<file path="src/source/irq_pkg.sv">
package irq_pkg;

  // ##################################################
  // Widths
  // ##################################################

  // Register data width of the RV32 hart
  localparam int unsigned xlen = 32;
  // Register index width on the shared bus
  localparam int unsigned addr_w = 4;

  // ##################################################
  // Register indices
  // ##################################################

  // Owned by the CSR bank
  localparam logic [addr_w-1:0] reg_mstatus     = 4'd0;
  localparam logic [addr_w-1:0] reg_mie         = 4'd1;
  localparam logic [addr_w-1:0] reg_mideleg     = 4'd2;
  localparam logic [addr_w-1:0] reg_mip         = 4'd3;
  localparam logic [addr_w-1:0] reg_priv        = 4'd4;
  localparam logic [addr_w-1:0] reg_menvcfgh    = 4'd5;
  localparam logic [addr_w-1:0] reg_mcounteren  = 4'd6;
  localparam logic [addr_w-1:0] reg_stimecmp    = 4'd7;
  localparam logic [addr_w-1:0] reg_stimecmph   = 4'd8;
  // Owned by the machine timer
  localparam logic [addr_w-1:0] reg_mtime_lo    = 4'd9;
  localparam logic [addr_w-1:0] reg_mtime_hi    = 4'd10;
  localparam logic [addr_w-1:0] reg_mtimecmp_lo = 4'd11;
  localparam logic [addr_w-1:0] reg_mtimecmp_hi = 4'd12;

  // Interrupt bits in mip, mie and mideleg
  localparam int unsigned ssip_bit = 1;
  localparam int unsigned msip_bit = 3;
  localparam int unsigned stip_bit = 5;
  localparam int unsigned mtip_bit = 7;
  localparam int unsigned seip_bit = 9;
  localparam int unsigned meip_bit = 11;

  // Status and enable fields
  localparam int unsigned mstatus_sie_bit   = 1;
  localparam int unsigned mstatus_mie_bit   = 3;
  localparam int unsigned menvcfgh_stce_bit = 31;
  localparam int unsigned mcounteren_tm_bit = 1;

  // Privilege encodings, code 2 is reserved
  localparam logic [1:0] priv_u    = 2'd0;
  localparam logic [1:0] priv_s    = 2'd1;
  localparam logic [1:0] priv_rsvd = 2'd2;
  localparam logic [1:0] priv_m    = 2'd3;

  // Software-writable mip bits
  localparam logic [xlen-1:0] mip_sw_mask = (32'd1 << ssip_bit) | (32'd1 << stip_bit);

  // Interrupt cause codes
  localparam logic [3:0] cause_ssi = 4'd1;
  localparam logic [3:0] cause_msi = 4'd3;
  localparam logic [3:0] cause_sti = 4'd5;
  localparam logic [3:0] cause_mti = 4'd7;
  localparam logic [3:0] cause_sei = 4'd9;
  localparam logic [3:0] cause_mei = 4'd11;

endpackage

</file>
<file path="src/source/reg_bus_arbiter.sv">
`timescale 1ns/100ps

module reg_bus_arbiter import irq_pkg::*; (
  input  logic            clk,
  input  logic            rst_n,
  // Hart CSR port
  input  logic            cpu_req,
  input  logic            cpu_we,
  input  logic [addr_w-1:0] cpu_addr,
  input  logic [xlen-1:0] cpu_wdata,
  output logic            cpu_gnt,
  output logic [xlen-1:0] cpu_rdata,
  output logic            cpu_rvalid,
  // Debug or host port
  input  logic            host_req,
  input  logic            host_we,
  input  logic [addr_w-1:0] host_addr,
  input  logic [xlen-1:0] host_wdata,
  output logic            host_gnt,
  output logic [xlen-1:0] host_rdata,
  output logic            host_rvalid,
  // Shared register bus
  output logic            bus_we,
  output logic [addr_w-1:0] bus_addr,
  output logic [xlen-1:0] bus_wdata,
  input  logic [xlen-1:0] bus_rdata
);

  // Host held the last grant
  logic            last_host;
  logic            any_gnt;
  logic [xlen-1:0] rdata_q;

  // Round robin, cpu wins unless host is owed a turn
  assign cpu_gnt  = cpu_req & (~host_req | last_host);
  assign host_gnt = host_req & ~cpu_gnt;
  assign any_gnt  = cpu_gnt | host_gnt;

  // Winner drives the bus
  assign bus_we    = (cpu_gnt & cpu_we) | (host_gnt & host_we);
  assign bus_addr  = host_gnt ? host_addr : cpu_addr;
  assign bus_wdata = host_gnt ? host_wdata : cpu_wdata;

  always_ff @(posedge clk or negedge rst_n) begin
    if (!rst_n) begin
      // Host counts as last so cpu wins the first contention
      last_host   <= 1'b1;
      cpu_rvalid  <= 1'b0;
      host_rvalid <= 1'b0;
    end else begin
      if (any_gnt) begin
        last_host <= host_gnt;
      end
      cpu_rvalid  <= cpu_gnt;
      host_rvalid <= host_gnt;
    end
  end

  // Read data sampled at the end of the grant cycle
  always_ff @(posedge clk) begin
    if (any_gnt) begin
      rdata_q <= bus_rdata;
    end
  end

  // Only the granted master sees the data
  assign cpu_rdata  = cpu_rvalid ? rdata_q : '0;
  assign host_rdata = host_rvalid ? rdata_q : '0;

endmodule

</file>
<file path="src/source/irq_csr_bank.sv">
`timescale 1ns/100ps

module irq_csr_bank import irq_pkg::*; (
  input  logic              clk,
  input  logic              rst_n,
  // Shared register bus
  input  logic              bus_we,
  input  logic [addr_w-1:0] bus_addr,
  input  logic [xlen-1:0]   bus_wdata,
  output logic [xlen-1:0]   csr_rdata,
  // From the interrupt controller
  input  logic [xlen-1:0]   mip_next,
  // CSR state
  output logic [xlen-1:0]   mstatus,
  output logic [xlen-1:0]   mie,
  output logic [xlen-1:0]   mideleg,
  output logic [xlen-1:0]   mip,
  output logic [1:0]        priv,
  output logic [xlen-1:0]   menvcfgh,
  output logic [xlen-1:0]   mcounteren,
  output logic [xlen-1:0]   stimecmp,
  output logic [xlen-1:0]   stimecmph
);

  logic            stce;
  logic [xlen-1:0] mip_wmask;
  logic [xlen-1:0] mip_wr;

  // ##################################################
  // mip write masking
  // ##################################################

  // Sstc owns STIP once STCE is set
  assign stce = menvcfgh[menvcfgh_stce_bit];

  always_comb begin
    mip_wmask = mip_sw_mask;
    if (stce) begin
      mip_wmask[stip_bit] = 1'b0;
    end
  end

  // Software bits from the bus, the rest from the controller
  assign mip_wr = (mip_next & ~mip_wmask) | (bus_wdata & mip_wmask);

  // ##################################################
  // Register file
  // ##################################################

  always_ff @(posedge clk or negedge rst_n) begin
    if (!rst_n) begin
      mstatus    <= '0;
      mie        <= '0;
      mideleg    <= '0;
      mip        <= '0;
      priv       <= priv_m;
      menvcfgh   <= '0;
      mcounteren <= '0;
      stimecmp   <= '1;
      stimecmph  <= '1;
    end else begin
      // Hardware view every cycle
      mip <= mip_next;
      if (bus_we) begin
        case (bus_addr)
          reg_mstatus:    mstatus    <= bus_wdata;
          reg_mie:        mie        <= bus_wdata;
          reg_mideleg:    mideleg    <= bus_wdata;
          reg_mip:        mip        <= mip_wr;
          reg_menvcfgh:   menvcfgh   <= bus_wdata;
          reg_mcounteren: mcounteren <= bus_wdata;
          reg_stimecmp:   stimecmp   <= bus_wdata;
          reg_stimecmph:  stimecmph  <= bus_wdata;
          reg_priv: begin
            // Reserved mode code dropped
            if (bus_wdata[1:0] != priv_rsvd) begin
              priv <= bus_wdata[1:0];
            end
          end
          default: ;
        endcase
      end
    end
  end

  // Read mux, zero for timer indices
  always_comb begin
    case (bus_addr)
      reg_mstatus:    csr_rdata = mstatus;
      reg_mie:        csr_rdata = mie;
      reg_mideleg:    csr_rdata = mideleg;
      reg_mip:        csr_rdata = mip;
      reg_priv:       csr_rdata = {{(xlen-2){1'b0}}, priv};
      reg_menvcfgh:   csr_rdata = menvcfgh;
      reg_mcounteren: csr_rdata = mcounteren;
      reg_stimecmp:   csr_rdata = stimecmp;
      reg_stimecmph:  csr_rdata = stimecmph;
      default:        csr_rdata = '0;
    endcase
  end

endmodule

</file>
<file path="src/source/machine_timer.sv">
`timescale 1ns/100ps

module machine_timer import irq_pkg::*; (
  input  logic              clk,
  input  logic              rst_n,
  // Shared register bus
  input  logic              bus_we,
  input  logic [addr_w-1:0] bus_addr,
  input  logic [xlen-1:0]   bus_wdata,
  output logic [xlen-1:0]   timer_rdata,
  // Timer state
  output logic [63:0]       mtime,
  output logic              mtip
);

  logic [63:0] mtimecmp;

  // ##################################################
  // Counter and compare
  // ##################################################

  always_ff @(posedge clk or negedge rst_n) begin
    if (!rst_n) begin
      mtime    <= '0;
      mtimecmp <= '1;
    end else begin
      // A written word replaces the count for that edge
      if (bus_we && bus_addr == reg_mtime_lo) begin
        mtime <= {mtime[63:32], bus_wdata};
      end else if (bus_we && bus_addr == reg_mtime_hi) begin
        mtime <= {bus_wdata, mtime[31:0]};
      end else begin
        mtime <= mtime + 64'd1;
      end
      // Compare value, one word per write
      if (bus_we && bus_addr == reg_mtimecmp_lo) begin
        mtimecmp[31:0] <= bus_wdata;
      end
      if (bus_we && bus_addr == reg_mtimecmp_hi) begin
        mtimecmp[63:32] <= bus_wdata;
      end
    end
  end

  // Level interrupt while count has reached compare
  assign mtip = (mtime >= mtimecmp);

  // Read mux, zero for CSR indices
  always_comb begin
    case (bus_addr)
      reg_mtime_lo:    timer_rdata = mtime[31:0];
      reg_mtime_hi:    timer_rdata = mtime[63:32];
      reg_mtimecmp_lo: timer_rdata = mtimecmp[31:0];
      reg_mtimecmp_hi: timer_rdata = mtimecmp[63:32];
      default:         timer_rdata = '0;
    endcase
  end

endmodule

</file>
<file path="src/source/interrupt_controller.sv">
`timescale 1ns/100ps

module interrupt_controller import irq_pkg::*; (
  // Hardware sources
  input  logic            mtip,
  input  logic            msip,
  input  logic            seip,
  input  logic            meip,
  // CSR state
  input  logic [xlen-1:0] mie,
  input  logic [xlen-1:0] mip_current,
  input  logic [xlen-1:0] mideleg,
  input  logic [xlen-1:0] mstatus,
  input  logic [1:0]      priv,
  input  logic [63:0]     mtime,
  input  logic [xlen-1:0] stimecmp,
  input  logic [xlen-1:0] stimecmph,
  input  logic [xlen-1:0] menvcfgh,
  input  logic [xlen-1:0] mcounteren,
  // Merged pending bits
  output logic [xlen-1:0] mip_next,
  // Gated lines to the encoder
  output logic            irq_ssip,
  output logic            irq_msip,
  output logic            irq_stip,
  output logic            irq_mtip,
  output logic            irq_seip,
  output logic            irq_meip
);

  logic            sstc_on;
  logic            stip_cmp;
  logic [xlen-1:0] pending;
  logic            m_enabled;
  logic            s_enabled;
  logic [xlen-1:0] m_irqs;
  logic [xlen-1:0] s_irqs;
  logic [xlen-1:0] irqs;

  // ##################################################
  // Pending merge
  // ##################################################

  // Sstc drives STIP only with STCE and TM both set
  assign sstc_on  = menvcfgh[menvcfgh_stce_bit] & mcounteren[mcounteren_tm_bit];
  assign stip_cmp = (mtime >= {stimecmph, stimecmp});

  always_comb begin
    // Software bits kept, hardware bits reloaded
    mip_next           = mip_current;
    mip_next[msip_bit] = msip;
    mip_next[mtip_bit] = mtip;
    mip_next[seip_bit] = seip;
    mip_next[meip_bit] = meip;
    if (sstc_on) begin
      mip_next[stip_bit] = stip_cmp;
    end
  end

  // ##################################################
  // Enable, delegation and gating
  // ##################################################

  always_comb begin
    pending   = mip_next & mie;
    // Machine set always taken below M
    m_enabled = (priv != priv_m) || mstatus[mstatus_mie_bit];
    // Supervisor set, U always, S with SIE
    s_enabled = (priv == priv_u) || ((priv == priv_s) && mstatus[mstatus_sie_bit]);
    m_irqs    = pending & ~mideleg & {xlen{m_enabled}};
    s_irqs    = pending & mideleg & {xlen{s_enabled}};
    // Machine set wins when non-empty
    irqs      = (|m_irqs) ? m_irqs : s_irqs;
  end

  assign irq_ssip = irqs[ssip_bit];
  assign irq_msip = irqs[msip_bit];
  assign irq_stip = irqs[stip_bit];
  assign irq_mtip = irqs[mtip_bit];
  assign irq_seip = irqs[seip_bit];
  assign irq_meip = irqs[meip_bit];

endmodule

</file>
<file path="src/source/irq_cause_encoder.sv">
`timescale 1ns/100ps

module irq_cause_encoder import irq_pkg::*; (
  input  logic       irq_ssip,
  input  logic       irq_msip,
  input  logic       irq_stip,
  input  logic       irq_mtip,
  input  logic       irq_seip,
  input  logic       irq_meip,
  output logic       irq_take,
  output logic [3:0] irq_cause
);

  assign irq_take = irq_meip | irq_msip | irq_mtip | irq_seip | irq_ssip | irq_stip;

  // Fixed order, machine external first
  always_comb begin
    if (irq_meip) begin
      irq_cause = cause_mei;
    end else if (irq_msip) begin
      irq_cause = cause_msi;
    end else if (irq_mtip) begin
      irq_cause = cause_mti;
    end else if (irq_seip) begin
      irq_cause = cause_sei;
    end else if (irq_ssip) begin
      irq_cause = cause_ssi;
    end else if (irq_stip) begin
      irq_cause = cause_sti;
    end else begin
      irq_cause = 4'd0;
    end
  end

endmodule

</file>
<file path="src/source/irq_subsystem.sv">
`timescale 1ns/100ps

module irq_subsystem import irq_pkg::*; (
  input  logic              clk,
  input  logic              rst_n,
  // External interrupt pins
  input  logic              msip,
  input  logic              seip,
  input  logic              meip,
  // Hart CSR port
  input  logic              cpu_req,
  input  logic              cpu_we,
  input  logic [addr_w-1:0] cpu_addr,
  input  logic [xlen-1:0]   cpu_wdata,
  output logic              cpu_gnt,
  output logic [xlen-1:0]   cpu_rdata,
  output logic              cpu_rvalid,
  // Debug or host port
  input  logic              host_req,
  input  logic              host_we,
  input  logic [addr_w-1:0] host_addr,
  input  logic [xlen-1:0]   host_wdata,
  output logic              host_gnt,
  output logic [xlen-1:0]   host_rdata,
  output logic              host_rvalid,
  // To the hart
  output logic              irq_take,
  output logic [3:0]        irq_cause,
  output logic [5:0]        irq_lines
);

  logic              bus_we;
  logic [addr_w-1:0] bus_addr;
  logic [xlen-1:0]   bus_wdata;
  logic [xlen-1:0]   bus_rdata;
  logic [xlen-1:0]   csr_rdata;
  logic [xlen-1:0]   timer_rdata;
  logic [xlen-1:0]   mstatus;
  logic [xlen-1:0]   mie;
  logic [xlen-1:0]   mideleg;
  logic [xlen-1:0]   mip;
  logic [xlen-1:0]   mip_next;
  logic [1:0]        priv;
  logic [xlen-1:0]   menvcfgh;
  logic [xlen-1:0]   mcounteren;
  logic [xlen-1:0]   stimecmp;
  logic [xlen-1:0]   stimecmph;
  logic [63:0]       mtime;
  logic              mtip;
  logic              irq_ssip;
  logic              irq_msip;
  logic              irq_stip;
  logic              irq_mtip;
  logic              irq_seip;
  logic              irq_meip;

  // Targets drive zero outside their own indices
  assign bus_rdata = csr_rdata | timer_rdata;

  // Lines in mip bit order
  assign irq_lines = {irq_meip, irq_seip, irq_mtip, irq_stip, irq_msip, irq_ssip};

  reg_bus_arbiter u_arbiter (.*);

  irq_csr_bank u_csr_bank (.*);

  machine_timer u_timer (.*);

  interrupt_controller u_irq_ctrl (
    .mtip, .msip, .seip, .meip,
    .mie, .mip_current(mip), .mideleg, .mstatus, .priv, .mtime,
    .stimecmp, .stimecmph, .menvcfgh, .mcounteren,
    .mip_next,
    .irq_ssip, .irq_msip, .irq_stip, .irq_mtip, .irq_seip, .irq_meip
  );

  irq_cause_encoder u_encoder (.*);

endmodule

</file>
<file path="config.mk">
export PLATFORM = sky130hd
export DESIGN_NAME = irq_subsystem
export DESIGN_NICKNAME = d
export VERILOG_FILES = /design/src/source/irq_pkg.sv /design/src/source/reg_bus_arbiter.sv /design/src/source/irq_csr_bank.sv /design/src/source/machine_timer.sv /design/src/source/interrupt_controller.sv /design/src/source/irq_cause_encoder.sv /design/src/source/irq_subsystem.sv
export SDC_FILE = /design/constraint.sdc
export NUM_CORES = 1
export LEC_CHECK = 0
export BUFFER_PORTS_ARGS = -buffer_cell sky130_fd_sc_hd__buf_2
export CAP_MARGIN = 20
export CORE_MARGIN = 8
export CORE_UTILIZATION = 40
export DETAILED_ROUTE_END_ITERATION = 16
export SYNTH_ARGS = -nofsm -noshare
export SYNTH_HDL_FRONTEND = slang
export SYNTH_SLANG_ARGS = --single-unit
</file>
<file path="constraint.sdc">
create_clock -name clk -period 3.57 [get_ports clk]
set_clock_uncertainty 0.1 [all_clocks]
set_input_delay 0.1785 -clock clk [delete_from_list [all_inputs] [get_ports clk]]
set_output_delay 0.1785 -clock clk [all_outputs]
set_load 0.05 [all_outputs]
</file>
# Word level (Yosys, flattened, before mapping)
# Cells that the tools add are included.
# op_classes
addsub	1
n_lt_le_gt_ge	2
n_eq_ne	16
mux	19
bitwise	26
n_reduce_logical	19
# op_table
operator	count
$pmux 32 s9	1
$and 32x32->32	4
$ge 64x64->1	2
$mux 32	4
$pmux 32 s4	1
$add 64x1->64 const B	1
$mux 64	1
$or 32x32->32	2
$mux 12	3
$and 32x6->32	1
$not 32->32	1
$not 6->32	1
$reduce_or 32->1	1
$and 12x12->12	2
$mux 4	6
$eq 4x4->1 const B	5
$eq 4x3->1 const B	4
$reduce_and 2->1	8
$eq 4x2->1 const B	2
$or 1x1->1	8
$and 1x1->1	5
$logic_and 1x1->1	5
$eq 4x1->1 const B	1
$logic_not 4->1	1
9 further kinds	13
# totals
register_bits	421
elab_cells	101

# Logic depth before layout (Yosys ltp)
# depth
ltp_word	13
ltp_mapped	12
mapped_depth_nobuf	11

# Cells and area by module
# From an unflattened synthesis, not the netlist that was laid out.
# unflattened
hier_cells	2362
area_unflattened_um2	25102.8
# modules_own_cells
module	n_inst	cells_each	area_per_inst_um2	seq_area_each_um2
irq_csr_bank	1	813	11581.1	6538.8
machine_timer	1	1015	8872.3	3283.1
interrupt_controller	1	336	2298.5	0.0
reg_bus_arbiter	1	152	2049.5	1037.2
irq_subsystem	1	38	245.2	0.0
irq_cause_encoder	1	8	56.3	0.0

# Least setup slack after synthesis
# No wires, ideal clock.
# synth_timing
kind	register to output
start	reg u_timer.mtime[0]
end	out irq_cause[3]
t_arrival_ns	3.874
required_ns	3.292
setup_slack_ns	-0.583
stages_incl_launch_ff	12
n_path_buf	0
cell_sequence	dfrtp_1 > inv_1 > ha_1 > nand2b_1 > a2111oi_2 > nor4b_1 > o41a_1 > o31ai_2 > a31oi_2 > a2111oi_2 > o21ai_1 > o32ai_1
# synth_via
elab_chain_len	11
word_cells_on_any_way	14
classes_between	order compare: 2; mux: 6; bitwise: 5; reduce/logical: 1
# synth_rtl
item	line	rtl
from (decl)	machine_timer.sv:12	output logic [63:0] mtime,
from (signal assigned)	machine_timer.sv:29	mtime <= {mtime[63:32], bus_wdata};
from (signal assigned)	machine_timer.sv:31	mtime <= {bus_wdata, mtime[31:0]};
from (signal assigned)	machine_timer.sv:33	mtime <= mtime + 64'd1;
$ge 64x64->1	interrupt_controller.sv:46	assign stip_cmp = (mtime >= {stimecmph, stimecmp});
$mux 1	interrupt_controller.sv:55	if (sstc_on) begin
$and 32x32->32 (*)	interrupt_controller.sv:65	pending = mip_next & mie;
$and 32x32->32 (2 in a row)	interrupt_controller.sv:70	m_irqs = pending & ~mideleg & {xlen{m_enabled}};
$reduce_or 32->1	interrupt_controller.sv:73	irqs = (|m_irqs) ? m_irqs : s_irqs;
$mux 12 (*)	interrupt_controller.sv:73	
$mux 4	irq_cause_encoder.sv:24	end else if (irq_seip) begin
$mux 4	irq_cause_encoder.sv:22	end else if (irq_mtip) begin
$mux 4	irq_cause_encoder.sv:20	end else if (irq_msip) begin
$mux 4 (*)	irq_cause_encoder.sv:18	if (irq_meip) begin
to (decl)	irq_subsystem.sv:28	output logic [3:0] irq_cause,
# Every way passes the cells marked *; elsewhere a longest branch is shown, timed or not.

# Final worst setup path
# layout_timing
start	reg u_timer.mtimecmp[14]
end	out irq_cause[0]
# layout_via
elab_chain_len	12
word_cells_on_any_way	14
classes_between	order compare: 1; mux: 7; bitwise: 5; reduce/logical: 1
# layout_rtl
item	line	rtl
from (decl)	machine_timer.sv:16	logic [63:0] mtimecmp;
from (signal assigned)	machine_timer.sv:37	mtimecmp[31:0] <= bus_wdata;
$ge 64x64->1 (*)	machine_timer.sv:46	assign mtip = (mtime >= mtimecmp);
$and 32x32->32 (*)	interrupt_controller.sv:65	
$and 32x32->32 (2 in a row)	interrupt_controller.sv:70	
$reduce_or 32->1	interrupt_controller.sv:73	
$mux 12 (*)	interrupt_controller.sv:73	
$mux 3	irq_cause_encoder.sv:28	end else if (irq_stip) begin
$mux 4	irq_cause_encoder.sv:26	end else if (irq_ssip) begin
$mux 4	irq_cause_encoder.sv:24	
$mux 4	irq_cause_encoder.sv:22	
$mux 4	irq_cause_encoder.sv:20	
$mux 4 (*)	irq_cause_encoder.sv:18	
# Marked as above.

==> flow_metrics.env <==
export IMPL_rsz0062_at_grt="true"
export IMPL_io_pins=160
export IMPL_drc=0
export IMPL_ir_drop_uv=631
export IMPL_antenna_found_initial=0
export IMPL_fmax_mhz=235
export IMPL_cp_data_arrival_time_ns=3.98
export IMPL_cts_tree="yes"
export IMPL_numCtsBuffers=46
export IMPL_vias_per_cell=5.74
export IMPL_grt_pass1_vias=20900
export IMPL_hold_viol=0
export IMPL_startpoint="u_timer.mtimecmp[14]"
export IMPL_layout_common_cells="486 x a21oi_1, 379 x nor2_1, 288 x buf_4"
export IMPL_worstHoldPathType="input port to register"
export IMPL_h_tree_depth=2
export IMPL_grt_use_met3_pct=3.46
export IMPL_start_util_pct=40.4
export IMPL_die_area_sq_um=63400
export IMPL_cp_max_fo=4
export IMPL_clockBufferDepth=3
export IMPL_fillers=4998
export IMPL_layout_drive_gt1_share_pct=26.6
export IMPL_syn_inst=2547
export IMPL_cp_end_kind="output pin"
export IMPL_yosys_warnings=0
export IMPL_num_vias=21400
export IMPL_relSlewSlack_pct=22.3
export IMPL_synthToLayoutAreaGrowth_pct=29.3
export IMPL_slew_viol_final=0
export IMPL_finalCriticalPeriod_ns=4.26
export IMPL_die_y_um=252
export IMPL_wire_per_inst_um=22.2
export IMPL_grt_first_pass_wirelength_um=125000
export IMPL_io_buffers=159
export IMPL_status="finished, violations left"
export IMPL_n_antenna_cell=0
export IMPL_cts_reportedPaths_clkPinSlew_ns=0.06
export IMPL_worst_pin_slew_ns=1.16
export IMPL_avgSynthCellArea_sq_um=8.73
export IMPL_synth_distinct_cells=69
export IMPL_dr_first_iter_drc_count=2198
export IMPL_synth_edff_count=32
export IMPL_layout_commonest_cell="a21oi_1"
export IMPL_required_ns=3.29
export IMPL_total_leakage_power_nw=12.7
export IMPL_coreArea_sq_um=55000
export IMPL_hpwlAfterDp_um=56600
export IMPL_cts_sinks=395
export IMPL_cap_viol_max_count=0
export IMPL_synth_nets=2757
export IMPL_start_kind="register"
export IMPL_num_rows=86
export IMPL_layout_nets=3152
export IMPL_grt_max_degree=102
export IMPL_setup_viol=11
export IMPL_failed_checks="negative setup slack"
export IMPL_final_period_utilization_pct=119
export IMPL_gp_congestion=0.930
export IMPL_die_w_um=252
export IMPL_track_usage_pct=25.2
export IMPL_ys_flop_type="dfrtp_1"
export IMPL_synthArstFlopShare_pct=91.9
export IMPL_setup_ws_ns=-0.690
export IMPL_syn_area_sq_um=22200
export IMPL_ant_nets=0
export IMPL_hold_start="cpu_wdata[0]"
export IMPL_gr_usage_met2_pct=41.8
export IMPL_total_power_mw=22.8
export IMPL_critPathKind="register to output pin"
export IMPL_globalRoute_totalOverflow=0
export IMPL_ys_ff_latch=395
export IMPL_cts_root_buf="clkbuf_16"
export IMPL_place_ws_ns=-0.492
export IMPL_first_pass_iters=7
export IMPL_grtUsageMet1_pct=33.8
export IMPL_final_util_pct=52.3
export IMPL_grt_most_used_layer="met2"
export IMPL_power_density_nw_per_um2=794
export IMPL_reg2reg_from="u_timer.mtime[11]"
export IMPL_wirelength_um=82700
export IMPL_clock_latency_ns=0.58
export IMPL_synth_seq_area_share_pct=45.9
synthesized netlist by cell type (12+ instances only):
master	count	area (sq um)
a21oi_1	499	2500
nor2_1	389	1460
dfrtp_1	232	5810
nand2_1	167	627
clkbuf_1	153	574
inv_1	146	548
dfstp_2	131	3440
ha_1	129	1610
o21ai_0	86	430
a22oi_1	78	586
and2_1	69	432
nand4_1	69	432
nand3_1	41	205
a22o_1	37	324
mux2i_1	35	350
edfxtp_1	32	961
a221oi_1	31	272
nor3_1	25	125
o22a_1	16	140
and3_1	15	93.8
buf_2	15	75.1
a31oi_1	12	75.1
final cells by class:
| cell class | count | area (sq um) | area share [%] |
|---|---|---|---|
| clock buffer | 70 | 1400 | 4.86 |
| clock inverter | 16 | 81.3 | 0.283 |
| tap | 748 | 936 | 3.26 |
| multi-input combinational | 1825 | 11500 | 40.2 |
| inverter | 146 | 548 | 1.91 |
| sequential | 395 | 10200 | 35.5 |
| timing repair buffer | 528 | 4030 | 14.0 |
path summary, 6_finish.rpt:
check	endpoint	slack (ns)	depth (start not counted)
max	irq_cause[0]	-0.69	12
min	u_csr_bank.mcounteren[0]	0.02	4
max reg2reg	u_timer.mtime[57]	0.23	10
min reg2reg	u_csr_bank.stimecmph[0]	0.40	2
max in group asynchronous	u_csr_bank.stimecmph[2]	2.15	3
min in group asynchronous	u_csr_bank.mstatus[9]	0.13	2
worst max-delay path, stage by stage, from the launching register on:
cell     delay, ns
dfstp_2       0.54
inv_1         0.04
ha_1          0.31
nand4_1       0.22
nor3_4        0.25
nor4b_2       0.35
o41a_1        0.25
o31ai_4       0.09
a31oi_4       0.36
a211o_4       0.23
o21ai_2       0.06
or4b_4        0.53
buf_8         0.17
sequential cells by signal (all words and copies together) (netlist names):
name	cells
u_csr_bank.stimecmph	32
u_csr_bank.priv	2
u_arbiter.rdata_q	32
u_csr_bank.mideleg	32
u_csr_bank.stimecmp	32
u_csr_bank.mip	6
u_arbiter.cpu_rvalid	1
u_csr_bank.menvcfgh	32
u_csr_bank.mstatus	32
u_arbiter.host_rvalid	1
u_arbiter.last_host	1
u_timer.mtimecmp	64
u_csr_bank.mcounteren	32
u_csr_bank.mie	32
u_timer.mtime	64
timing repair:
action                     in CTS  in global routing
pin swaps                      35                 41
gates cloned                    0                  0
hold endpoints to repair      278                  0
setup endpoints to repair      11                 11
resized for setup              84                 53
setup buffers                   5                  6
hold buffers                   58                  0
through the flow:
step | hold WS [ns] | area (sq um) | setup TNS (ns) | std cells
after global placement | 0.203 | 25800 | -3.81 | 3574
after floorplan | -0.217 | 22200 | 0 | 2547
after global routing | 0.0282 | 28700 | -6.87 | 3728
after CTS | 0.000743 | 28400 | -5.47 | 3722
final | 0.0191 | 28700 | -5.62 | 3728
after detailed placement | 0.203 | 25900 | -3.95 | 3575
report_power, final:
| part | internal [mW] | total [mW] | leakage (nW) | switching [mW] |
|---|---|---|---|---|
| logic | 4.48 | 10.1 | 7.56 | 5.57 |
| clock network | 2.70 | 4.66 | 0.738 | 1.97 |
| registers | 6.77 | 8.12 | 4.40 | 1.34 |
layer usage:
metal	part of all wire (%)	wire (um)
met5	0	0
met1	42	35000
met2	47	39200
met3	7.4	6110
met4	2.9	2390
kinds of logic after synthesis:
logic type,count (synthesis),share of synthesized area (%)
mux,38,1.73
flops,395,45.9
compound gates,823,21.9
simple gates,835,17.4
fa+ha+maj,129,7.26
buf+inv,327,5.72
Power figures use the tool's default switching activity.
